`src/logic/switch_macros.svh`:
```
// Sizing macros shared by the switch package and every RTL module
`ifndef SWITCH_MACROS_SVH
`define SWITCH_MACROS_SVH

// --------------------
// Ports and byte lane
// --------------------
`define NPORT 4
`define BYTE_W 8

// --------------------
// Queue sizes
// --------------------
// Address widths, 128 words each
`define RXQ_DEPTH_LOG2 7
`define XQ_DEPTH_LOG2 7

// Idle cycles on transmit after every frame
`define IFG_CYCLES 12

`endif

```
`src/logic/switch_pkg.sv`:
```
// Shared switch datapath types imported by the RTL modules
`include "switch_macros.svh"

package switch_pkg;

  typedef logic [`BYTE_W-1:0] byte_t;
  typedef logic [1:0]         port_id_t;
  typedef logic [`NPORT-1:0]  port_mask_t;

  // One GMII lane, en is rx_dv or tx_en
  typedef struct packed {
    logic  en;
    byte_t data;
  } gmii_t;

  // Crossbar queue entry
  typedef struct packed {
    logic  last;
    byte_t data;
  } xq_word_t;

  // Receive queue entry with the frame's destinations
  typedef struct packed {
    port_mask_t mask;
    xq_word_t   word;
  } rx_word_t;

  // --------------------
  // FSM states
  // --------------------
  typedef enum logic {IDLE, FRAME} rx_state_e;

  typedef enum logic {HEAD, BODY} fwd_state_e;

  typedef enum logic [1:0] {PICK, SEND, GAP} mix_state_e;

endpackage
```
`src/logic/frame_rx.sv`:
```
// GMII receive framer for one port, feeds flagged words into the receive queue
`timescale 1ns/1ps
`include "switch_macros.svh"

module frame_rx
  import switch_pkg::*;
(
  input  logic       sys_clk,
  input  logic       rst_n,
  input  gmii_t      gmii_rx,
  input  port_mask_t fwd_mask,
  output rx_word_t   rxq_data,
  output logic       rxq_valid,
  input  logic       rxq_ready
);

  rx_state_e  state;
  byte_t      hold_byte;
  port_mask_t mask_q;

  // Held byte goes out once the next one shows up, or with last when en drops
  assign rxq_valid = (state == FRAME);

  always_comb begin
    rxq_data.mask      = mask_q;
    rxq_data.word.last = ~gmii_rx.en;
    rxq_data.word.data = hold_byte;
  end

  always_ff @(posedge sys_clk or negedge rst_n) begin
    if (!rst_n) begin
      state  <= IDLE;
      mask_q <= '0;
    end else begin
      case (state)
        IDLE: begin
          if (gmii_rx.en) begin
            state  <= FRAME;
            mask_q <= fwd_mask;
          end
        end
        FRAME: begin
          // Keep offering the closing word until it is taken
          if (!gmii_rx.en && rxq_ready) begin
            state <= IDLE;
          end
        end
        default: state <= IDLE;
      endcase
    end
  end

  // A stalled word keeps its byte and the incoming one is lost
  always_ff @(posedge sys_clk) begin
    if (gmii_rx.en && ((state == IDLE) || rxq_ready)) begin
      hold_byte <= gmii_rx.data;
    end
  end

endmodule

```
`config.mk`:
```
export PLATFORM = sky130hd
export DESIGN_NAME = frame_rx
export DESIGN_NICKNAME = d
export VERILOG_FILES = /design/src/logic/switch_pkg.sv /design/src/logic/frame_rx.sv
export VERILOG_INCLUDE_DIRS = /design/src /design/src/logic
export SDC_FILE = /design/constraint.sdc
export NUM_CORES = 1
export LEC_CHECK = 0
export BUFFER_PORTS_ARGS = -buffer_cell sky130_fd_sc_hd__buf_2
export CORE_AREA = 2 2 39 41
export DETAILED_ROUTE_END_ITERATION = 12
export DIE_AREA = 0 0 41 43
export GPL_ROUTABILITY_DRIVEN = 0
export PLACE_DENSITY = 0.67
export SYNTH_ARGS = -nofsm -noshare
export SYNTH_HDL_FRONTEND = slang
export SYNTH_SLANG_ARGS = --single-unit
export TNS_END_PERCENT = 100
```
`constraint.sdc`:
```
create_clock -name sys_clk -period 1.2 [get_ports sys_clk]
set_clock_uncertainty 0.15 [all_clocks]
set_input_delay 0.24 -clock sys_clk [delete_from_list [all_inputs] [get_ports sys_clk]]
set_output_delay 0.24 -clock sys_clk [all_outputs]
set_load 0.01 [all_outputs]
```
; After elaboration in Yosys (flattened, before gate mapping)
; Cells that the tools add are included.
[totals]
register_bits = 13
input_bits = 16
output_inout_bits = 14
elab_cells = 13
[op_classes]
mux = 3
bitwise_logic = 2
reduce_logical = 5
[ops]
columns = op, n
row1 = logical AND 1 bit, 2
row2 = two-way mux 1 bit, 2
row3 = NOT 1 bit, 2
row4 = one-hot mux 1 bit (2 select lines), 1
row5 = AND reduction 2 bit, 1
row6 = logical NOT 1 bit, 1
row7 = logical OR 1 bit, 1

; Depth between registers and ports, before layout
[logic_depth]
word_depth = 4
ltp_mapped = 2
ltp_nobuf = 2

; Worst setup path before layout
; OpenSTA, ideal clock, no wires.
[synth_timing]
path_kind = reg2reg
start = register state (netlist: rxq_valid)
end = register hold_byte[0], enable pin
arrival_time_ps = 750
t_required_ps = 740
setup_slack_ps = -10
stages_incl_launch_ff = 3
n_path_buf = 0
cell_sequence = dfrtp_1 -> nand2b_1 -> and2_2
[synth_between]
elab_chain_cells = 3
[synth_lines]
columns = element, line_no
row1 = "start, declared", frame_rx.sv:17  ; rx_state_e state;
row2 = "start signal, assigned", frame_rx.sv:32  ; state <= IDLE;
row3 = "start signal, assigned", frame_rx.sv:38  ; state <= FRAME;
row4 = "start signal, assigned", frame_rx.sv:45  ; state <= IDLE;
row5 = NOT 1 bit, -
row6 = logical OR 1 bit, frame_rx.sv:55  ; if (gmii_rx.en && ((state == IDLE) || rxq_ready)) begin
row7 = logical AND 1 bit, frame_rx.sv:55
row8 = "end signal, assigned", frame_rx.sv:56  ; hold_byte <= gmii_rx.data;
row9 = "end, declared", frame_rx.sv:18  ; byte_t hold_byte;
; No other way between the ends.
; A chain may end at the register's enable or synchronous reset.

; Worst setup path after layout
[layout_timing]
start = register state (netlist: rxq_valid)
end = output rxq_valid
[layout_lines]
columns = element, line_no
row1 = "end, declared", frame_rx.sv:13  ; output logic rxq_valid,
; No word-level cell between the ends.

==> reports/metrics.yaml <==
run_status:
  status: "finished with violations"
  violations: "negative setup slack"
cts:
  cts.clk_slew.worst_paths_ps: 70
  cts.sinks: 13
  clockBufferDepth: 2
  ctsRootBufferMaster: "clkbuf_4"
  clock_latency_ps: 260
  h-tree-depth: 1
  tritoncts: "done"
  cts_buffers: 3
setup_path:
  end_kind: "output port"
  reg2reg_to: "mask_q[1]"
  slowest_stage: "dfrtp_1"
  slowest_delay_ps: 420
  path_cells: "buf_2"
  crit_type: "reg2out"
  arrival_ps: 840
  worst-r2r-setup-slack_ps: -10
  cp-start-kind: "flip-flop"
  worstPathRequired_ps: 810
  critPathTopFamily: "flip-flops"
  r2r_start: "rxq_valid"
  r2r_cells: 2
  critPathBufInv: 1
  crit_fanout: 3
final_layout:
  syn2layout_area_growth_pct: 67.7
  nNetsFinal: 81
  drive_gt1_frac: 0.609
  register_area_um2: 365
  antenna_cells: 0
  fin_util: 0.540
  n_fill_cell: 119
  multi_input_area_um2: 92.6
hold_path:
  hold_class: "in2reg"
  hold_path_depth: 1
  hold_start: "gmii_rx[1]"
  min_to: "hold_byte[1]"
synthesis:
  synth_top_flop_cell: "edfxtp_1"
  synth_top_family_by_area: "multiplexers"
  post-synth-top-area-cell: "edfxtp_1"
  yosys-top-cells-area: "edfxtp_1, dfrtp_1, mux2_2"
  synth.most_common_cell: "edfxtp_1"
  synth_nets: 38
  syn_area_um2: 445
  synth_commonest_cells: "edfxtp_1, dfrtp_1, mux2_2"
  synth_top_area_share: 0.539
  yosysWarnings: 0
  synthSimpleGateAreaFrac: 0.0702
  synthXorXnorAreaFrac: 0
  synthMuxAreaShare: 0.101
  yosysSeqAreaShare: 0.820
  synthArstFlopShare: 0.385
  postSynthAreaPerCell_um2: 20.2
  synth_seq_cells: 13
  synth_compound_area_frac: 0
  synthAdderAreaFrac: 0
  synthCells: 22
  synth_edf_count: 8
  synth_cell_types: 8
grt:
  grt_overflow: 0
  grt_max_degree: 9
  track_usage: 0.121
  grt_pass1_vias: 373
  grt_pass1_wl_mm: 1.44
  antenna_found_initial: 0
floorplan:
  coreArea_mm2: 0.00138
  start_util: 0.322
  ios: 30
  fp.dieH_um: 43
  die_w_um: 41
  rows: 14
  die_area_mm2: 0.00176
route:
  drt-total-wl_um: 985
  vias_per_cell: 4.20
  final_antenna_net_count: 0
  routedWlPerCell_um: 12.3
  drt_pre_antenna_iters: 1
  drt-initial-drc-count: 0
  route.detailed.drc: 0
  vias: 336
timing:
  hold_viol_final: 0
  worst_slack_ps: -32.8
  period_share: 1.03
  rsz0062_at_grt: "true"
  tightest_slew_ps: 170
  report.final.slew_viol_count: 0
  period_minus_slack_ps: 1230
  maxSlewHeadroom: 0.886
  setup_violations: 2
  fmax_ghz: 0.811
power_and_ir_drop:
  p_leak_uw: 0.000354
  sw_frac_of_total: 0.225
  pwr-share-seq: 0.548
  p_per_area_mw_per_mm2: 1330
  combPwrFrac: 0.197
  intPower_uw: 771
  irDropWorstVdd_mv: 0.623
  clkPwrFrac: 0.255
  p_sw_uw: 223
placement:
  io_buffers: 29
  dp_slack_ps: 5.14
run:
  maxCapViolCount: 0
worst max path at each step:
stage,startpoint,end,cells past startpoint
after floorplan,rxq_valid,mask_q[0],2
after global placement,rxq_valid,mask_q[1],2
final,rxq_valid,rxq_valid,1
after detailed placement,rxq_valid,mask_q[1],2
after global routing,rxq_valid,rxq_valid,1
after CTS,rxq_valid,rxq_valid,1
cell usage in the layout, fill, tap and decap left out:
| cell type | n |
|---|---|
| nand2_1 | 1 |
| dfrtp_1 | 5 |
| buf_2 | 28 |
| inv_1 | 1 |
| nor2b_4 | 1 |
| dlygate4sd3_1 | 8 |
| edfxtp_1 | 8 |
| clkbuf_1 | 1 |
| buf_4 | 1 |
| nand2b_1 | 1 |
| buf_6 | 1 |
| clkbuf_4 | 3 |
| and2_4 | 1 |
| mux2_4 | 4 |
state kept, by name, summed over array words and instances (netlist names):
name / flops
mask_q: 4
hold_byte: 8
rxq_valid: 1
routing by layer:
metal,up-vias,track usage,share of wire
met4,0,0.0400,0
met2,30,0.197,0.47
met1,144,0.150,0.42
met5,-,0,0
li1,162,-,-
met3,0,0.0314,0.10
final cells by class:
type,instances,area share
inverter,1,0.00503
tap,16,0.0268
clock buffer,4,0.0352
multi-input combinational,8,0.124
timing repair buffer,38,0.320
sequential,13,0.489
stage by stage:
stage                     cell area, um^2  TNS [ps]  total power, uW  instances  hold slack, ps
after floorplan                       447         0              614         22            -206
after global placement                612         0              692         67           -89.8
after detailed placement              612         0              695         67           -91.4
after CTS                             719     -40.7              986         79           0.198
after global routing                  747      -504             1050         80         0.00325
final                                 747     -38.3              995         80            11.4
power groups by stage:
stage          logic [uW]  registers [uW]  clock network, uW
6_report              196             545                254
5_1_grt               212             552                288
4_1_cts               174             543                268
3_5_place_dp          142             553                  0
3_3_place_gp          141             551                  0
2_1_floorplan        41.6             573                  0
kinds of logic (layout without fill, tap and decap cells):
logic type,Yosys count,count (layout)
DFF,13,13
muxes,4,4
and+or+nand+nor,4,4
buffers and inverters,1,43
worst reg2reg max path, stage by stage (launching register included):
cell     delay (ps)
dfrtp_1         420
nor2b_4         200
mux2_4          320
what timing repair did:
| item | in CTS | in global routing |
|---|---|---|
| pin swaps | 0 | 1 |
| setup endpoints to repair | 3 | 24 |
| hold buffers | 7 | 1 |
| setup buffers | 1 | 0 |
| gates resized for setup | 1 | 4 |
| hold endpoints to repair | 11 | 1 |
No activity file was read; power rests on OpenSTA's default activity.
