$ cat src/logic/switch_macros.svh
// Sizing macros shared by the switch package and every RTL module
`ifndef SWITCH_MACROS_SVH
`define SWITCH_MACROS_SVH

// --------------------
// Ports and byte lane
// --------------------
`define NPORT 4
`define BYTE_W 8

// --------------------
// Queue sizes
// --------------------
// Address widths, 128 words each
`define RXQ_DEPTH_LOG2 7
`define XQ_DEPTH_LOG2 7

// Idle cycles on transmit after every frame
`define IFG_CYCLES 12

`endif

$ cat src/logic/switch_pkg.sv
// Shared switch datapath types imported by the RTL modules
`include "switch_macros.svh"

package switch_pkg;

  typedef logic [`BYTE_W-1:0] byte_t;
  typedef logic [1:0]         port_id_t;
  typedef logic [`NPORT-1:0]  port_mask_t;

  // One GMII lane, en is rx_dv or tx_en
  typedef struct packed {
    logic  en;
    byte_t data;
  } gmii_t;

  // Crossbar queue entry
  typedef struct packed {
    logic  last;
    byte_t data;
  } xq_word_t;

  // Receive queue entry with the frame's destinations
  typedef struct packed {
    port_mask_t mask;
    xq_word_t   word;
  } rx_word_t;

  // --------------------
  // FSM states
  // --------------------
  typedef enum logic {IDLE, FRAME} rx_state_e;

  typedef enum logic {HEAD, BODY} fwd_state_e;

  typedef enum logic [1:0] {PICK, SEND, GAP} mix_state_e;

endpackage
$ cat src/logic/forwarder.sv
// Per-port forwarder that copies each received frame into its crossbar queues
`timescale 1ns/1ps
`include "switch_macros.svh"

module forwarder
  import switch_pkg::*;
#(
  parameter port_id_t PORT_ID = '0
) (
  input  logic       sys_clk,
  input  logic       rst_n,
  input  rx_word_t   rxq_data,
  input  logic       rxq_valid,
  output logic       rxq_ready,
  output xq_word_t   xq_data,
  output port_mask_t xq_valid,
  input  port_mask_t xq_ready
);

  localparam port_mask_t OWN_BIT = port_mask_t'(1) << PORT_ID;

  fwd_state_e state;
  port_mask_t dest_q;
  port_mask_t dest;
  logic       all_ready;
  logic       pop;

  // --------------------
  // Destination set
  // --------------------
  // Taken from the first word, never back to the source port
  always_comb begin
    if (state == HEAD) begin
      dest = rxq_data.mask & ~OWN_BIT;
    end else begin
      dest = dest_q;
    end
  end

  // Unselected queues count as ready, so an empty set just drains
  assign all_ready = &(xq_ready | ~dest);

  assign rxq_ready = all_ready;
  assign pop       = rxq_valid && all_ready;

  // All copies move together or not at all
  assign xq_valid = dest & {`NPORT{pop}};
  assign xq_data  = rxq_data.word;

  // --------------------
  // Frame tracking
  // --------------------
  always_ff @(posedge sys_clk or negedge rst_n) begin
    if (!rst_n) begin
      state  <= HEAD;
      dest_q <= '0;
    end else begin
      case (state)
        HEAD: begin
          if (pop) begin
            dest_q <= dest;
            if (!rxq_data.word.last) begin
              state <= BODY;
            end
          end
        end
        BODY: begin
          if (pop && rxq_data.word.last) begin
            state <= HEAD;
          end
        end
        default: state <= HEAD;
      endcase
    end
  end

endmodule

$ cat config.mk
export PLATFORM = sky130hd
export DESIGN_NAME = forwarder
export DESIGN_NICKNAME = d
export VERILOG_FILES = /design/src/logic/switch_pkg.sv /design/src/logic/forwarder.sv
export VERILOG_INCLUDE_DIRS = /design/src /design/src/logic
export SDC_FILE = /design/constraint.sdc
export NUM_CORES = 1
export LEC_CHECK = 0
export BUFFER_PORTS_ARGS = -buffer_cell sky130_fd_sc_hd__buf_4
export CORE_AREA = 2 2 39 41
export CTS_CLUSTER_SIZE = 24
export DETAILED_ROUTE_END_ITERATION = 16
export DIE_AREA = 0 0 41 43
export GPL_TIMING_DRIVEN = 0
export PLACE_DENSITY = 0.71
export SLEW_MARGIN = 20
export SYNTH_ARGS = -nofsm -noshare
export SYNTH_HDL_FRONTEND = slang
export SYNTH_SLANG_ARGS = --single-unit
$ cat constraint.sdc
create_clock -name sys_clk -period 1.7 [get_ports sys_clk]
set_input_delay 0.17 -clock sys_clk [delete_from_list [all_inputs] [get_ports sys_clk]]
set_output_delay 0.17 -clock sys_clk [all_outputs]
set_load 0.05 [all_outputs]
# Yosys cells after proc, flatten, opt, wreduce, memory -nomap -nowiden
# Cells that the tools add are included.
# W data, S select, Z words.
# word_totals
regBits	5
out_inout_bits	14
# op_classes
muxes	5
bitwise	4
n_reduce_logical	4
# ops
operator	count
$and A4 B4 Y4	1
$mux W4	1
$not A4 Y4	1
$or A4 B4 Y4	1
$reduce_and A4 Y1	1
$mux W1	3
$logic_and A1 B1 Y1	2
$pmux W1 S2	1
$reduce_and A2 Y1	1
$not A1 Y1	1

# Depth between registers and ports, before layout
# logic_depth
ltp_word	8
ltp_mapped	5
depth_no_buf	4

# Least setup slack after synthesis
# Ideal clock, no wire load.
# synth_timing
path_kind	reg2out
start	register (tool-made name)
end	output xq_valid[0]
arrival_time_ps	2535
t_required_ps	1530
slack_ps	-1005
stages_incl_launch_ff	6
path_cell_list	dfrtp_1 > buf_6 > mux2i_1 > nor2_1 > or2_1 > nor4_1
# synth_lines
item	line_no	rtl
end, declared	forwarder.sv:16	output port_mask_t xq_valid,

==> summary.md <==
| Metric | Value |
|---|---|
| H-tree levels | `1` |
| Failing checks | `setup timing` |
| Post-Syn Nets | `64` |
| CP arrival | `1.63 ns` |
| RSZ-0062 raised after global routing | `yes` |
| Dpl cells | `84` |
| YS warnings | `0` |
| Vias in the first global route | `406` |
| Adder-cell area share of the yosys netlist | `0` |
| Initial antenna violation count | `0` |
| Vias post-DR | `429` |
| Worst skew pair latency | `0.24 ns` |
| Vias/cell | `4.66` |
| Core Rows | `14` |
| Worst hold margin | `0.140 ns` |
| Clock share of power | `0.123` |
| Num CTS Buffers | `3` |
| Final WL | `1100 um` |
| Critical Path Start Type | `register` |
| Reg2reg end | `dest_q[2]$_DFFE_PN0P_` |
| Post-Synthesis Cell Area | `428 sq um` |
| Worst Path Max Fanout | `5` |
| Setup TNS | `-0.336 ns` |
| Yosys cell types | `20` |
| Drt wl/cell | `11.9 um` |
| Final Hold Viols | `0` |
| Crit path capture type | `output pin` |
| Placed inst area | `702 sq um` |
| Kind of critical path | `reg2out` |
| Core ar. | `1380 sq um` |
| Congestion Overflow GR | `0` |
| Cell accounting for the most synthesized area | `dfrtp_1` |
| Pre-antenna DRT Iters | `4` |
| Syn Inst Count | `44` |
| R2R depth | `5` |
| Max-cap check violation count | `0` |
| Largest net degree at the start of global routing | `8` |
| Leakage | `0.373 nW` |
| Pint | `0.000612 W` |
| Compound-Gate Fraction of Synth Area | `0.111` |
| Antenna Diode Count | `0` |
| Die Ht | `43 um` |
| Final setup skew | `0.000568 ns` |
| Worst-path clk slew | `0.04 ns` |
| DRC marker count from the first detailed-route iteration | `3` |
| Crit-path max cell delay | `0.33 ns` |
| Largest cells by area after synthesis | `dfrtp_1 29%, buf_4 16%, mux2_4 11%` |
| Switching share of power | `0.436` |
| Setup ws final | `-0.102 ns` |
| Fillers | `127` |
| Post-route ant nets | `0` |
| Fraction of power consumed by sequential logic | `0.196` |
| Post-Synth Simple-Gate Area | `0.219` |
| Fmax | `555 MHz` |
| Fin crit share | `1.06` |
| Top-Level Pins | `34` |
| Most used cell, CP | `buf_6` |
| Area share of the largest cell type after synthesis | `0.292` |
| Initial Utilization | `0.309` |
| Slowest stage cell, crit path | `dfrtp_1` |
| Root Driver | `clkbuf_4` |
| Post-route DRC | `0` |
| CTS Buffer Depth | `2` |
| Final instance count without filler cells | `92` |
| HPWL Detailed | `853 um` |
| Power per cell area | `1320 nW/um^2` |
| Post-synthesis xor/xnor area fraction | `0` |
| Maximum VDD drop | `0.758 mV` |
| Slew HR | `0.754` |
| Largest family of logic cells by synthesized area | `simple AND/OR/NAND/NOR gates` |
| Worst slew pin tran | `0.368 ns` |
| Area of the die | `1760 sq um` |
| Required @ worst endpoint | `1.53 ns` |
| Min-Delay Path Class | `in2reg` |
| Clock sink count | `5` |
| RePlAce Congestion | `0.760` |
| Post-synthesis mux area share | `0.175` |
| Total Routing Usage GR | `0.148` |
| Layout Nets | `97` |
| CTS tree | `done` |
| Final instance area | `823 sq um` |
| Comb power frac | `0.681` |
| Final setup fails | `4` |
| Port-buffer cells | `24` |
| Outcome | `finished, violations left` |
| First-pass GRT wire length | `1740 um` |
| Die Width | `41 um` |
| Reg2Reg Setup Slack | `0.07 ns` |
| Critical path cell sequence | `buf_6, mux2i_4, nor2_2, or2_4, nor4_4, buf_6` |
| Post-synthesis sequential area ratio | `0.292` |
| Share of layout cells above drive strength 1 | `0.737` |
| Syn Area/Cell | `9.73 sq um` |
| Net Switching | `0.000472 W` |
| HP Start | `rxq_data[8]` |
| Hold Path Cell Cnt | `2` |
| Slew Limit Fails | `0` |
| FF+latch count, synth | `5` |
| Area Growth Syn to Fin | `92.4%` |
| Fin crit period | `1.80 ns` |
[metal layers]
metal  routed length, um  vias up  global-route usage  part of all wire
met5                   0        -                   0                 0
met4                   0        0              0.0200                 0
met3                  95        0              0.0628             0.087
met2                 570       15               0.238              0.52
met1                 428      201               0.184              0.39
li1                    -      213                   -                 -
[cell usage in the layout (no fill, tap or decap), types with 2 or more instances in the layout]
| cell type | count |
|---|---|
| nor4_4 | 3 |
| o41ai_1 | 2 |
| dfrtp_1 | 5 |
| mux2i_4 | 2 |
| buf_4 | 31 |
| inv_1 | 2 |
| nand2b_1 | 3 |
| mux2_4 | 3 |
| nor2_1 | 2 |
| clkbuf_4 | 3 |
| buf_6 | 6 |
[power groups by stage]
| stage | sequential [W] | combinational, W | clock, W |
|---|---|---|---|
| 2_1_floorplan | 0.000191 | 0.000489 | 0 |
| 3_3_place_gp | 0.000197 | 0.000595 | 0 |
| 3_5_place_dp | 0.000200 | 0.000606 | 0 |
| 4_1_cts | 0.000207 | 0.000695 | 0.000142 |
| 5_1_grt | 0.000219 | 0.000782 | 0.000150 |
| 6_report | 0.000213 | 0.000739 | 0.000133 |
[timing repair]
action | 4_1_cts | 5_1_grt
endpoints found under the hold margin | 5 | 0
pin swaps | 3 | 3
setup buffers | 2 | 1
resized for setup | 10 | 3
hold buffers | 1 | 0
setup endpoints to repair | 10 | 6
[cell usage after synthesis]
cell type	n
mux2i_1	3
nor4b_1	1
o41ai_1	2
or2_1	1
and2_2	1
nand2_1	1
nand3b_1	1
nor3_1	1
nor2_2	1
nor4_1	3
inv_1	2
a211o_4	1
dfrtp_1	5
nor2_1	3
buf_4	9
buf_6	1
nand2b_1	3
o21ai_1	1
mux2_4	3
a21boi_0	1
[layout make-up]
type | instances | area [sq um] | area share
buffer | 10 | 78.8 | 0.0957
clock buffer | 4 | 26.3 | 0.0319
inverter | 2 | 7.51 | 0.00912
multi-input combinational | 27 | 334 | 0.406
sequential | 5 | 125 | 0.152
tap | 16 | 20.0 | 0.0243
timing repair buffer | 28 | 231 | 0.281
[per-stage QoR]
stage	setup WS (ns)	util	power [W]
after CTS	-0.137	0.579	0.00104
after floorplan	-0.145	-	0.000680
after detailed placement	-0.188	0.507	0.000806
final	-0.102	0.595	0.00108
after global placement	-0.155	0.507	0.000793
after global routing	-0.184	0.595	0.00115
[worst max-delay path by stage]
stage / endpoint
finish: xq_valid[2]
global route: xq_valid[2]
CTS: xq_valid[2]
detailed placement: dest_q[3]$_DFFE_PN0P_
global placement: dest_q[3]$_DFFE_PN0P_
floorplan: xq_valid[1]
[kinds of logic (layout without fill, tap and decap cells)]
family | count (synthesis) | count (layout)
mux | 6 | 6
buf+inv | 12 | 44
simple gates | 16 | 16
compound gates | 5 | 5
flops | 5 | 5
[worst max-delay path, delay by kind of cell (launching register included)]
family,cells,cell delay [ns]
DFF,1,0.33
and+or+nand+nor,3,0.49
buffers and inverters,2,0.33
muxes,1,0.23
Note: power is estimated with default switching activity, not from simulation.
