[src/logic/frame_fifo.sv]
// Synchronous first-word-fall-through queue used for receive and crossbar buffering
`timescale 1ns/1ps

module frame_fifo #(
  parameter int unsigned DEPTH_LOG2 = 4,
  parameter type         data_t     = logic [7:0]
) (
  input  logic  sys_clk,
  input  logic  rst_n,
  input  data_t in_data,
  input  logic  in_valid,
  output logic  in_ready,
  output data_t out_data,
  output logic  out_valid,
  input  logic  out_ready
);

  localparam logic [DEPTH_LOG2:0] FULL_COUNT = 1 << DEPTH_LOG2;

  data_t                 mem [1 << DEPTH_LOG2];
  logic [DEPTH_LOG2-1:0] wr_ptr;
  logic [DEPTH_LOG2-1:0] rd_ptr;
  logic [DEPTH_LOG2:0]   count;
  logic                  push;
  logic                  pop;

  assign in_ready  = (count != FULL_COUNT);
  assign out_valid = (count != '0);
  // Head word is always on the output
  assign out_data  = mem[rd_ptr];

  assign push = in_valid && in_ready;
  assign pop  = out_valid && out_ready;

  always_ff @(posedge sys_clk) begin
    if (push) begin
      mem[wr_ptr] <= in_data;
    end
  end

  always_ff @(posedge sys_clk or negedge rst_n) begin
    if (!rst_n) begin
      wr_ptr <= '0;
      rd_ptr <= '0;
      count  <= '0;
    end else begin
      if (push) begin
        wr_ptr <= wr_ptr + 1'b1;
      end
      if (pop) begin
        rd_ptr <= rd_ptr + 1'b1;
      end
      case ({push, pop})
        2'b10:   count <= count + 1'b1;
        2'b01:   count <= count - 1'b1;
        default: count <= count;
      endcase
    end
  end

endmodule

[config.mk]
export PLATFORM = sky130hd
export DESIGN_NAME = frame_fifo
export DESIGN_NICKNAME = d
export VERILOG_FILES = /design/src/logic/frame_fifo.sv
export SDC_FILE = /design/constraint.sdc
export NUM_CORES = 1
export LEC_CHECK = 0
export ABC_AREA = 1
export BUFFER_PORTS_ARGS = -buffer_cell sky130_fd_sc_hd__buf_2
export CORE_ASPECT_RATIO = 0.8
export CORE_MARGIN = 1
export CORE_UTILIZATION = 56
export CTS_CLUSTER_SIZE = 30
export DETAILED_ROUTE_END_ITERATION = 6
export GPL_TIMING_DRIVEN = 0
export PLACE_DENSITY = 0.72
export SKIP_LAST_GASP = 1
export SLEW_MARGIN = 20
export SYNTH_ARGS = -nofsm -noshare
export SYNTH_HDL_FRONTEND = slang
export SYNTH_SLANG_ARGS = --single-unit
[constraint.sdc]
create_clock -name sys_clk -period 5.2 [get_ports sys_clk]
set_input_delay 0.78 -clock sys_clk [delete_from_list [all_inputs] [get_ports sys_clk]]
set_output_delay 0.78 -clock sys_clk [all_outputs]
set_load 0.02 [all_outputs]
# After elaboration in Yosys (flattened, before gate mapping)
# Memory sizes are Yosys's and may differ from the RTL's.
# Cells that the tools add are included.
[classes] n_addsub=4 n_mul=0 div_mod_pow=0 magnitude_cmp=0 n_eq_ne=3 shifts=0 muxes=3 bitwise=0 reduce_logical=4
[op_table] op="$pmux 5 s2" count=1
[op_table] op="$add 4x1->4 const B" count=2
[op_table] op="$add 5x1->5 const B" count=1
[op_table] op="$ne 5x5->1 const B" count=1
[op_table] op="$reduce_bool 5->1" count=1
[op_table] op="$sub 5x1->5 const B" count=1
[op_table] op="$eq 2x1->1 const B" count=1
[op_table] op="$eq 2x2->1 const B" count=1
[op_table] op="$logic_and 1x1->1" count=2
[op_table] op="$mux 1" count=2
[op_table] op="$reduce_bool 2->1" count=1
[word_totals] regBits=13 latch_bits=0 ram_bits=128 rom_bits=0 in_bits=12 output_inout_bits=10 memories=1
[memory_table] name="mem" words=16 word_bits=8 rd=1 rd_clocked_by_memory_dff=0 wr=1 line="20" rtl="data_t mem [1 << DEPTH_LOG2];"

# Depth between registers and ports, before layout
# Gate-level depths: netlist of the first run.
[logic_depth] ltp_word=4 ltp_mapped=15 depth_no_buf=15

# Worst setup path after synthesis of the first run
# No wires, ideal clock.
[synth_timing] kind="register -> register" start="reg count[1]" end="reg count[4]" setup_time_ps=116 arrival_ps=2114 required_ps=5084 slack_ps=2969 stages_incl_launch_ff=12 synth_period_minus_slack_ps=2231 path_cell_list="dfrtp_1 nor2_1 nand4_1 nand2_1 inv_1 ha_1 ha_1 or2_2 nand3_1 nand2_1 nand2_1 nand2_1"
[synth_via] elab_chain_cells=4 elab_cells_between_ends=10
[synth_rtl] item="start, declared" line="23" rtl="logic [DEPTH_LOG2:0] count;"
[synth_rtl] item="start signal, assigned" line="54" rtl="2'b10: count <= count + 1'b1;"
[synth_rtl] item="start signal, assigned" line="55" rtl="2'b01: count <= count - 1'b1;"
[synth_rtl] item="start signal, assigned" line="56" rtl="default: count <= count;"
[synth_rtl] item="$reduce_bool 5->1 *" line="28" rtl="assign out_valid = (count != '0);"
[synth_rtl] item="via out_valid" line="14" rtl="output logic out_valid,"
[synth_rtl] item="$logic_and 1x1->1 *" line="33" rtl="assign pop = out_valid && out_ready;"
[synth_rtl] item="via pop" line="25" rtl="logic pop;"
[synth_rtl] item="$eq 2x1->1 / $eq 2x2->1 (equally long branches)" line="53" rtl="case ({push, pop})"
[synth_rtl] item="$pmux 5 s2 / $reduce_bool 2->1 (equally long branches)"
# Mark *: on every way through the listed nets, which the timed path passes. The rest lies on a longest branch.
# A chain may end at the register's enable or synchronous reset.

==> results.cfg, run 1 <==
[status]
status = complete, no violations

[global_routing]
grt_max_degree = 17
grt_use_total = 0.259
grt_pass1_wl_um = 20900
grt.overflow.total = 0
antenna_found_initial = 0
grt_pass1_vias = 3881

[synthesis]
synth.area.mux_share = 0
yosysTopAreaCell = edfxtp_1
postSynthCellCount = 619
synth_seq_cells = 141
ys_types = 22
yosysSeqAreaShare = 0.669
ys.flop_type = edfxtp_1
synthTopCellsByArea = edfxtp_1 (62%), nand2_1 (14%), dfrtp_1 (5.2%), nand3_1 (4.3%), inv_1 (4.0%)
synth_top_area_share = 0.617
synth_nets = 641
synth_edf_count = 128
avgSynthCellArea_um2 = 10.1
synth_xor_xnor_area_share = 0.0112
synth_fa_ha_area_frac = 0.0213
synthArstFlopShare = 0.0922
yosysWarningCount = 0
synth-simple-area-share = 0.235
yosys-top-cells-count = nand2_1 (239), edfxtp_1 (128), inv_1 (66), nor2_1 (65), nand3_1 (53)
synth_compound_area_frac = 0.00402
yosysMostFrequentCell = nand2_1
synth_top_family_by_area = simple AND/OR/NAND/NOR gates
syn_area_um2 = 6230

[routing]
wirelength_um = 13700
detail-route-antenna-nets = 0
vias_per_cell = 5.22
drc_errors = 0
dr.pass1.iters = 5
via_count = 4262
wire_per_inst_um = 16.8
drt-initial-drc-count = 457

[clock_tree]
cts_tree = yes
cts_buffer_depth = 2
clock_sinks = 141
cts_buffers = 17
cts_hold_buf = 0
ctsResizeCount = 0
clk_pin_slew_ps = 60
clock_latency_ps = 420
ctsHtreeMaxLevel = 4
root_buffer = clkbuf_16
cts_setup_buffers = 0

[final_layout]
antenna_cells = 0
synthToLayoutAreaGrowth_pct = 14.2
nets = 681
drive_gt1_frac = 0.113

[timing]
slew_violations = 0
max-slew-margin-rel = 0.365
finalSetupViolations = 0
setup_tns_ps = 0
skew_ps = 10.3
fmax_ghz = 0.335
hold_viol_final = 0
fin_crit_ps = 2990
timing.hold.ws_ps = 240
worstMarginPinSlew_ps = 949
rsz0062_at_grt = false
fin_crit_sh = 0.574

[setup_path]
slowest_stage = dfrtp_1
critPathMaxStageDelay_ps = 440
crit_path_start_kind = flip-flop
critPathKind = reg -> out
crit_chain = buf_6 > nand2_1 > inv_2 > buf_4 > nand2_1 > nor2_1 > nor2_1 > nand2_1 > nand2_1 > buf_2
arrival_ps = 2210
critPathMaxFanout = 10
crit_path_end_kind = primary output
cpMostUsedCell = nand2_1
cp.required_ps = 4420

[floorplan]
fp.dieH_um = 96.3
core_area_um2 = 10800
die_w_um = 120
num_io_pins = 22
num_rows = 34
fp.dieArea_um2 = 11600
initial_utilization = 0.574

[power_and_ir_drop]
p_leak_nw = 3.06
power_mw = 4.13
p_per_area_nw_per_um2 = 580
vdd_ir_drop_max_mv = 0.274

[place]
portBuffers = 21
place.gp.congestion = 0.839
hpwlAfterDp_um = 8990

[min_path]
hp-class = in -> async

[job]
drv_cap = 0
[cell families after synthesis]
family,Yosys count
XOR/XNOR,8
flip-flops,141
buffers and inverters,90
AND/OR/NAND/NOR,365
adder cells (fa/ha/maj),10
AO/OA/AOI/OAI,5
[flip-flops by register name, summed over array words and instances, names as in the netlist]
signal / cells
rd_ptr: 4
wr_ptr: 4
mem: 128
count: 5
[metal layers]
| layer | vias to the layer above | wire, um | track usage |
|---|---|---|---|
| met3 | 25 | 1080 | 0.0681 |
| met5 | - | 0 | 0 |
| met1 | 1968 | 6170 | 0.354 |
| li1 | 2072 | - | - |
| met2 | 197 | 6250 | 0.400 |
| met4 | 0 | 215 | 0.0979 |
[cells in the final DEF, fill, tap and decap left out]
cell | Yosys | final
buf_1 | 1 | 1
buf_2 | 14 | 35
buf_4 | 2 | 2
buf_6 | 1 | 1
bufinv_16 | 0 | 3
clkbuf_1 | 3 | 4
clkbuf_16 | 0 | 17
clkinv_1 | 0 | 1
clkinv_2 | 0 | 2
clkinv_4 | 0 | 2
clkinvlp_4 | 0 | 4
dfrtp_1 | 13 | 13
edfxtp_1 | 128 | 128
fa_1 | 1 | 1
ha_1 | 9 | 9
inv_1 | 66 | 66
inv_2 | 3 | 3
inv_6 | 0 | 2
nand2_1 | 239 | 239
nand2_2 | 1 | 1
nand3_1 | 53 | 53
nand4_1 | 3 | 3
nor2_1 | 65 | 65
nor2_2 | 2 | 2
nor2_4 | 1 | 1
o21ai_0 | 5 | 5
or2_2 | 1 | 1
xnor2_1 | 3 | 3
xor2_1 | 5 | 5
[through the flow]
stage / setup WS [ps] / utilization / instance area [um2] / std cells
detailed placement: 2630 / 0.600 / 6510 / 784
finish: 2210 / 0.656 / 7110 / 816
CTS: 2250 / 0.656 / 7110 / 816
floorplan: 2970 / - / 6230 / 619
global route: 2120 / 0.656 / 7110 / 816
global placement: 2670 / 0.600 / 6510 / 784
[power by group]
group	leakage, nW	internal [mW]	switching [mW]
combinational	1.46	0.433	1.02
clock	0.280	0.754	0.466
sequential	1.32	1.38	0.0699
total	3.06	2.57	1.56
[worst max-delay path: cells and delay by family (launching register included)]
kind	cells	cell delay (ps)
simple gates	6	710
flops	1	440
buf+inv	4	630
[layout make-up]
| class | count | area, um2 |
|---|---|---|
| Clock inverter | 14 | 169 |
| Timing Repair Buffer | 21 | 105 |
| Fill cell | 846 | 3740 |
| Multi-Input combinational cell | 388 | 1690 |
| Buffer | 21 | 111 |
| Sequential cell | 141 | 4170 |
| Tap cell | 144 | 180 |
| Clock buffer | 18 | 429 |
| Inverter | 69 | 259 |
[final timing paths]
kind	start	to	slack [ps]	depth (start not counted)
setup / recovery	rd_ptr[1]	out_data[4]	2210	10
hold / removal	rst_n	count[3]	240	1
setup reg to reg	count[1]	count[4]	2860	11
hold reg to reg	count[0]	count[0]	510	1
max in group asynchronous	rst_n	wr_ptr[0]	4720	1
min in group sys_clk	count[0]	count[0]	510	1
Note: power is estimated with default switching activity, not from simulation.
==> run 2: changes to the inputs <==
--- a/config.mk
+++ b/config.mk
@@ -5,15 +5,15 @@
 export SDC_FILE = /design/constraint.sdc
 export NUM_CORES = 1
 export LEC_CHECK = 0
-export ABC_AREA = 1
+export ABC_AREA = 0
 export BUFFER_PORTS_ARGS = -buffer_cell sky130_fd_sc_hd__buf_2
 export CORE_ASPECT_RATIO = 0.8
 export CORE_MARGIN = 1
-export CORE_UTILIZATION = 56
+export CORE_UTILIZATION = 55
 export CTS_CLUSTER_SIZE = 30
 export DETAILED_ROUTE_END_ITERATION = 6
 export GPL_TIMING_DRIVEN = 0
-export PLACE_DENSITY = 0.72
+export PLACE_DENSITY = 0.74
 export SKIP_LAST_GASP = 1
 export SLEW_MARGIN = 20
 export SYNTH_ARGS = -nofsm -noshare
==> constraint.sdc (replaced) <==
create_clock -name sys_clk -period 2.51 [get_ports sys_clk]
set_input_delay 0.3765 -clock sys_clk [delete_from_list [all_inputs] [get_ports sys_clk]]
set_output_delay 0.3765 -clock sys_clk [all_outputs]
set_load 0.02 [all_outputs]
==> run 2 against run 1 <==
The run now ends with negative setup slack left. Flip-flop and latch count stayed put. Cell area is 2.0% higher. First-iteration DRC count is 30% lower. Clock-buffer cell count is 1 lower. Register-to-register slack worse by 2900 ps. Via count is 24% lower. Synthesized area is 7.2% lower. Cell count is 33% lower. Critical path type unchanged. Critical endpoint is now out_data[5]. Largest power group is now combinational logic.
==> results.cfg, run 2 <==
[clock_tree]
cts_tree = yes
ctsHtreeMaxLevel = 4
cts_buffer_depth = 2
clock_latency_ps = 430
clk_pin_slew_ps = 60
cts_buffers = 17
clock_sinks = 141
root_buffer = clkbuf_16

[final_layout]
synthToLayoutAreaGrowth_pct = 25.5
postLayoutCoreUtil = 0.709
regMostFlops = mem
final_cell_mix = edfxtp_1 (128), buf_4 (22), mux2i_1 (19), clkbuf_16 (19), buf_2 (17)
instances_no_fill = 543
nFillCells = 622
drive_gt1_frac = 0.412
reg_top3 = mem x128, count x5
largest_register_ffs = 128
nets = 412
antenna_cells = 0
regArea_um2 = 4170
multiInputGateArea_um2 = 1820
final_common_cell = edfxtp_1

[power_and_ir_drop]
p_leak_nw = 2.54
vdd_ir_drop_max_mv = 0.753
p_per_area_nw_per_um2 = 1280
power_mw = 9.30

[floorplan]
num_io_pins = 22
initial_utilization = 0.565
fp.dieH_um = 93.7
die_w_um = 117
core_area_um2 = 10200
fp.dieArea_um2 = 10900
num_rows = 33

[place]
dp_cells = 492
hpwlAfterDp_um = 7500
portBuffers = 21
place.gp.congestion = 0.786
preCtsSetupSlack_ps = -198

[timing]
fin_crit_sh = 1.05
hold_viol_final = 0
max-slew-margin-rel = 0.461
slew_violations = 0
rsz0062_at_grt = true
fmax_ghz = 0.379
layout_setup_ws_ps = -131
worstMarginPinSlew_ps = 805
fin_crit_ps = 2640
skew_ps = 10.1
finalSetupViolations = 7

[routing]
via_count = 3222
dr.pass1.iters = 5
wire_per_inst_um = 23.3
wirelength_um = 12700
drc_errors = 0
drt-initial-drc-count = 321
detail-route-antenna-nets = 0
vias_per_cell = 5.93

[synthesis]
yosysWarningCount = 0
yosys-top-cells-count = edfxtp_1 (128), mux2i_1 (25), o21ai_0 (20), nand2_1 (18), mux4_2 (16)
synthArstFlopShare = 0.0922
synthTopCellsByArea = edfxtp_1 (66%), mux4_2 (6.2%), dfrtp_1 (5.6%), mux2i_1 (4.3%), ha_1 (1.9%)
synth_top_area_share = 0.665
syn_area_um2 = 5780
ys.flop_type = edfxtp_1
synth_seq_cells = 141
synth_nets = 353
yosysTopAreaCell = edfxtp_1
synth_edf_count = 128
avgSynthCellArea_um2 = 17.5
yosysMostFrequentCell = edfxtp_1
postSynthCellCount = 331
ys_types = 33
yosysSeqAreaShare = 0.721

[global_routing]
antenna_found_initial = 0
grt.overflow.total = 0
grt_max_degree = 17
grt_pass1_wl_um = 18500
grt_pass1_vias = 3125
grt_use_total = 0.249

[setup_path]
critPathKind = reg -> out
r2r_slack_ps = -40
crit_path_start_kind = flip-flop
r2r-start = count[0]
cp.required_ps = 2130
critPathMaxFanout = 11
arrival_ps = 2260
crit_path_end_kind = primary output
startpoint = rd_ptr[0]

[min_path]
hp-class = in -> reg
min_from = in_data[7]

[status]
status = complete, but fails checks
violations = negative setup slack

[job]
drv_cap = 0
run 2: cell count changes in the layout (fill, tap and decap cells not counted), moves of 7 or more:
cell and delta:
o21ai_1 +11, a21oi_2 +7, mux2i_1 +19, nand2_1 -223, inv_1 -61, nand3_1 -51
buf_2 -18, nor2_1 -53, mux2_2 +7, buf_4 +20, mux4_2 +16
run 2: metal layers:
layer / share of wire / global-route usage
met3: 0.077 / 0.0619
met2: 0.49 / 0.378
met4: 0.022 / 0.107
met5: 0 / 0
met1: 0.41 / 0.345
run 2: timing repair:
action                                  4_1_cts  5_1_grt
hold buffers                                  1        0
gates resized for setup                      51       51
hold endpoints to repair                     13        0
endpoints found under the setup margin        9       10
pin swaps                                    11       26
gates cloned                                  1        2
buffers inserted                              9       10
run 2: final timing paths:
path                          endpoint  cells past startpoint
max reg2reg                   count[4]                     11
min                         mem[10][7]                      1
min in group asynchronous     count[3]                      2
min reg2reg                   count[4]                      1
max in group asynchronous     count[0]                      2
max                        out_data[5]                      6
run 2: final cells by class:
type	instances	share of cell area
Clock inverter	15	0.0176
Clock buffer	17	0.0586
Sequential cell	141	0.575
Inverter	7	0.00431
Multi-Input combinational cell	165	0.251
Timing Repair Buffer	43	0.0479
Tap cell	140	0.0241
Buffer	15	0.0222
run 2: cells by family after synthesis:
kind of cell,Yosys count,share of synthesized area
xor gates and xnor gates,10,0.0151
DFF,141,0.721
buffers and inverters,25,0.0268
muxes,50,0.124
AOI/OAI and AO/OA,47,0.0500
and+or+nand+nor,48,0.0405
adders and majority gates,10,0.0229
run 2: where the power goes:
group | leakage, nW | internal (mW) | switching, mW
Sequential | 1.31 | 2.89 | 0.182
Combinational | 0.966 | 1.79 | 2.10
Clock | 0.268 | 1.29 | 1.04
Total | 2.54 | 5.98 | 3.32
run 2: metrics by stage:
step | setup TNS, ps | hold slack (ps) | area (um2)
floorplan | -116 | 80.9 | 5820
global placement | -136 | 289 | 6100
detailed placement | -198 | 295 | 6120
CTS | -173 | 349 | 6970
global route | -664 | 350 | 7260
finish | -283 | 355 | 7260
run 2: worst max-delay path: stages (launching register included):
cell	delay [ps]
dfrtp_1	400
buf_8	190
buf_12	180
mux4_2	510
a22oi_1	230
nand2_1	140
buf_4	180
==> run 3: changes to the inputs <==
==> constraint.sdc (replaced) <==
create_clock -name sys_clk -period 2.51 [get_ports sys_clk]
set_input_delay 0.1255 -clock sys_clk [delete_from_list [all_inputs] [get_ports sys_clk]]
set_output_delay 0.1255 -clock sys_clk [all_outputs]
set_load 0.02 [all_outputs]
==> run 3 against run 2 <==
The run still ends with negative setup slack left. Combinational power is 24% lower. Register-to-register slack is essentially flat. Clock-buffer cell count stayed put. Critical path type is now reg -> reg. Critical endpoint is now count[4].
==> results.cfg, run 3 (synthesized netlist as in run 2, its figures left out) <==
[status]
status = complete, but fails checks
violations = negative setup slack

[timing]
max-slew-margin-rel = 0.465
fin_crit_sh = 1.01
skew_ps = 7.32
hold_viol_final = 0
rsz0062_at_grt = true
layout_setup_ws_ps = -30.9
fin_crit_ps = 2540
slew_violations = 0
worstMarginPinSlew_ps = 799
finalSetupViolations = 1
fmax_ghz = 0.394

[clock_tree]
clock_sinks = 141
clk_pin_slew_ps = 60
cts_buffer_depth = 2
clock_latency_ps = 420
root_buffer = clkbuf_16
cts_tree = yes
cts_buffers = 17
ctsHtreeMaxLevel = 4

[min_path]
hp-class = in -> reg

[global_routing]
grt_use_total = 0.243
grt_pass1_vias = 3112
grt_pass1_wl_um = 18000
grt.overflow.total = 0
grt_max_degree = 17
antenna_found_initial = 0

[floorplan]
fp.dieH_um = 93.7
num_io_pins = 22
core_area_um2 = 10200
fp.dieArea_um2 = 10900
die_w_um = 117
num_rows = 33
initial_utilization = 0.565

[routing]
wire_per_inst_um = 22.1
drt-initial-drc-count = 233
drc_errors = 0
dr.pass1.iters = 5
detail-route-antenna-nets = 0
vias_per_cell = 5.85
wirelength_um = 11800
via_count = 3116

[setup_path]
critPathMaxFanout = 4
slowest_stage = dfrtp_2
crit_path_start_kind = flip-flop
critPathKind = reg -> reg
crit_chain = nor4_4 > buf_4 > nand2b_4 > and2_4 > ha_4 > ha_4 > nor2b_4 > o21ai_2 > a21oi_1 > or3b_4 > xnor2_2
cp_top_family = simple AND/OR/NAND/NOR gates
cp_num_buf_inv = 1
r2r_slack_ps = -30
cp.required_ps = 2820
cpMostUsedCell = ha_4
critPathMaxStageDelay_ps = 430
crit_path_end_kind = flip-flop
arrival_ps = 2850

[final_layout]
antenna_cells = 0
drive_gt1_frac = 0.323
nets = 402
regMostFlops = mem
reg_top3 = mem x128, count x5
final_common_cell = edfxtp_1
synthToLayoutAreaGrowth_pct = 17.9
postLayoutCoreUtil = 0.666
final_cell_mix = edfxtp_1 (128), buf_2 (25), mux2i_1 (25)
largest_register_ffs = 128

[power_and_ir_drop]
p_comb_frac = 0.357
p_leak_nw = 2.42
internal-power_mw = 5.42
clock_power_share = 0.278
power_mw = 8.33
vdd_ir_drop_max_mv = 0.751
p_sw_mw = 2.91
p_per_area_nw_per_um2 = 1220
p_sw_frac = 0.350
power_frac_seq = 0.365

[place]
place.gp.congestion = 0.786
hpwlAfterDp_um = 7500
portBuffers = 21

[job]
drv_cap = 0
==> run 3: worst paths after layout <==
check | start | endpoint | depth (start not counted)
worst min-delay path | in_data[3] | mem[8][3] | 1
max in group asynchronous | rst_n | count[0] | 2
worst max-delay path | count[0] | count[4] | 11
min in group asynchronous | rst_n | count[3] | 2
worst min register to register | count[4] | count[4] | 1
worst max register to register | count[0] | count[4] | 11
==> run 3: area by class of cell <==
type / instances / area, um2
Buffer: 16 / 113
Multi-Input combinational cell: 165 / 1590
Clock buffer: 17 / 425
Fill cell: 704 / 3420
Timing Repair Buffer: 32 / 190
Inverter: 7 / 31.3
Clock inverter: 15 / 128
Sequential cell: 141 / 4170
Tap cell: 140 / 175
==> run 3: worst register-to-register path, delay by kind of cell (launching register included) <==
kind / cells / cell delay (ps)
adder cells (fa/ha/maj): 2 / 430
XOR/XNOR: 1 / 130
AO/OA/AOI/OAI: 2 / 240
buffers and inverters: 1 / 170
AND/OR/NAND/NOR: 5 / 1020
flip-flops: 1 / 430
==> run 3: power groups by stage <==
stage | logic [mW] | registers [mW] | clock network (mW)
final | 2.97 | 3.04 | 2.32
after global routing | 3.20 | 3.07 | 2.44
after CTS | 2.80 | 3.04 | 2.35
after detailed placement | 2.71 | 3.08 | 0
after global placement | 2.64 | 3.06 | 0
after floorplan | 1.95 | 3.04 | 0
==> run 3: metrics by stage <==
| stage | setup slack, ps | cells | hold WS [ps] | instance area (um2) | setup TNS (ps) |
|---|---|---|---|---|---|
| final | -30.9 | 533 | 108 | 6820 | -30.9 |
| after global routing | -108 | 533 | 104 | 6820 | -108 |
| after CTS | -60.0 | 530 | 98.1 | 6730 | -60.0 |
| after detailed placement | -198 | 492 | 44.4 | 6120 | -198 |
| after global placement | -136 | 492 | 37.7 | 6100 | -136 |
| after floorplan | -116 | 331 | -170 | 5820 | -116 |
==> run 3: what timing repair did <==
action | 4_1_cts | 5_1_grt
setup endpoints to repair | 1 | 8
gates resized for setup | 4 | 16
endpoints found under the hold margin | 13 | 0
setup buffers | 7 | 3
hold buffers | 1 | 0
pin swaps | 10 | 12
==> run 3: metal layers <==
| metal | global-route usage | wire, um |
|---|---|---|
| met1 | 0.332 | 4890 |
| met4 | 0.0992 | 187 |
| met2 | 0.372 | 5880 |
| met3 | 0.0671 | 829 |
| met5 | 0 | 0 |
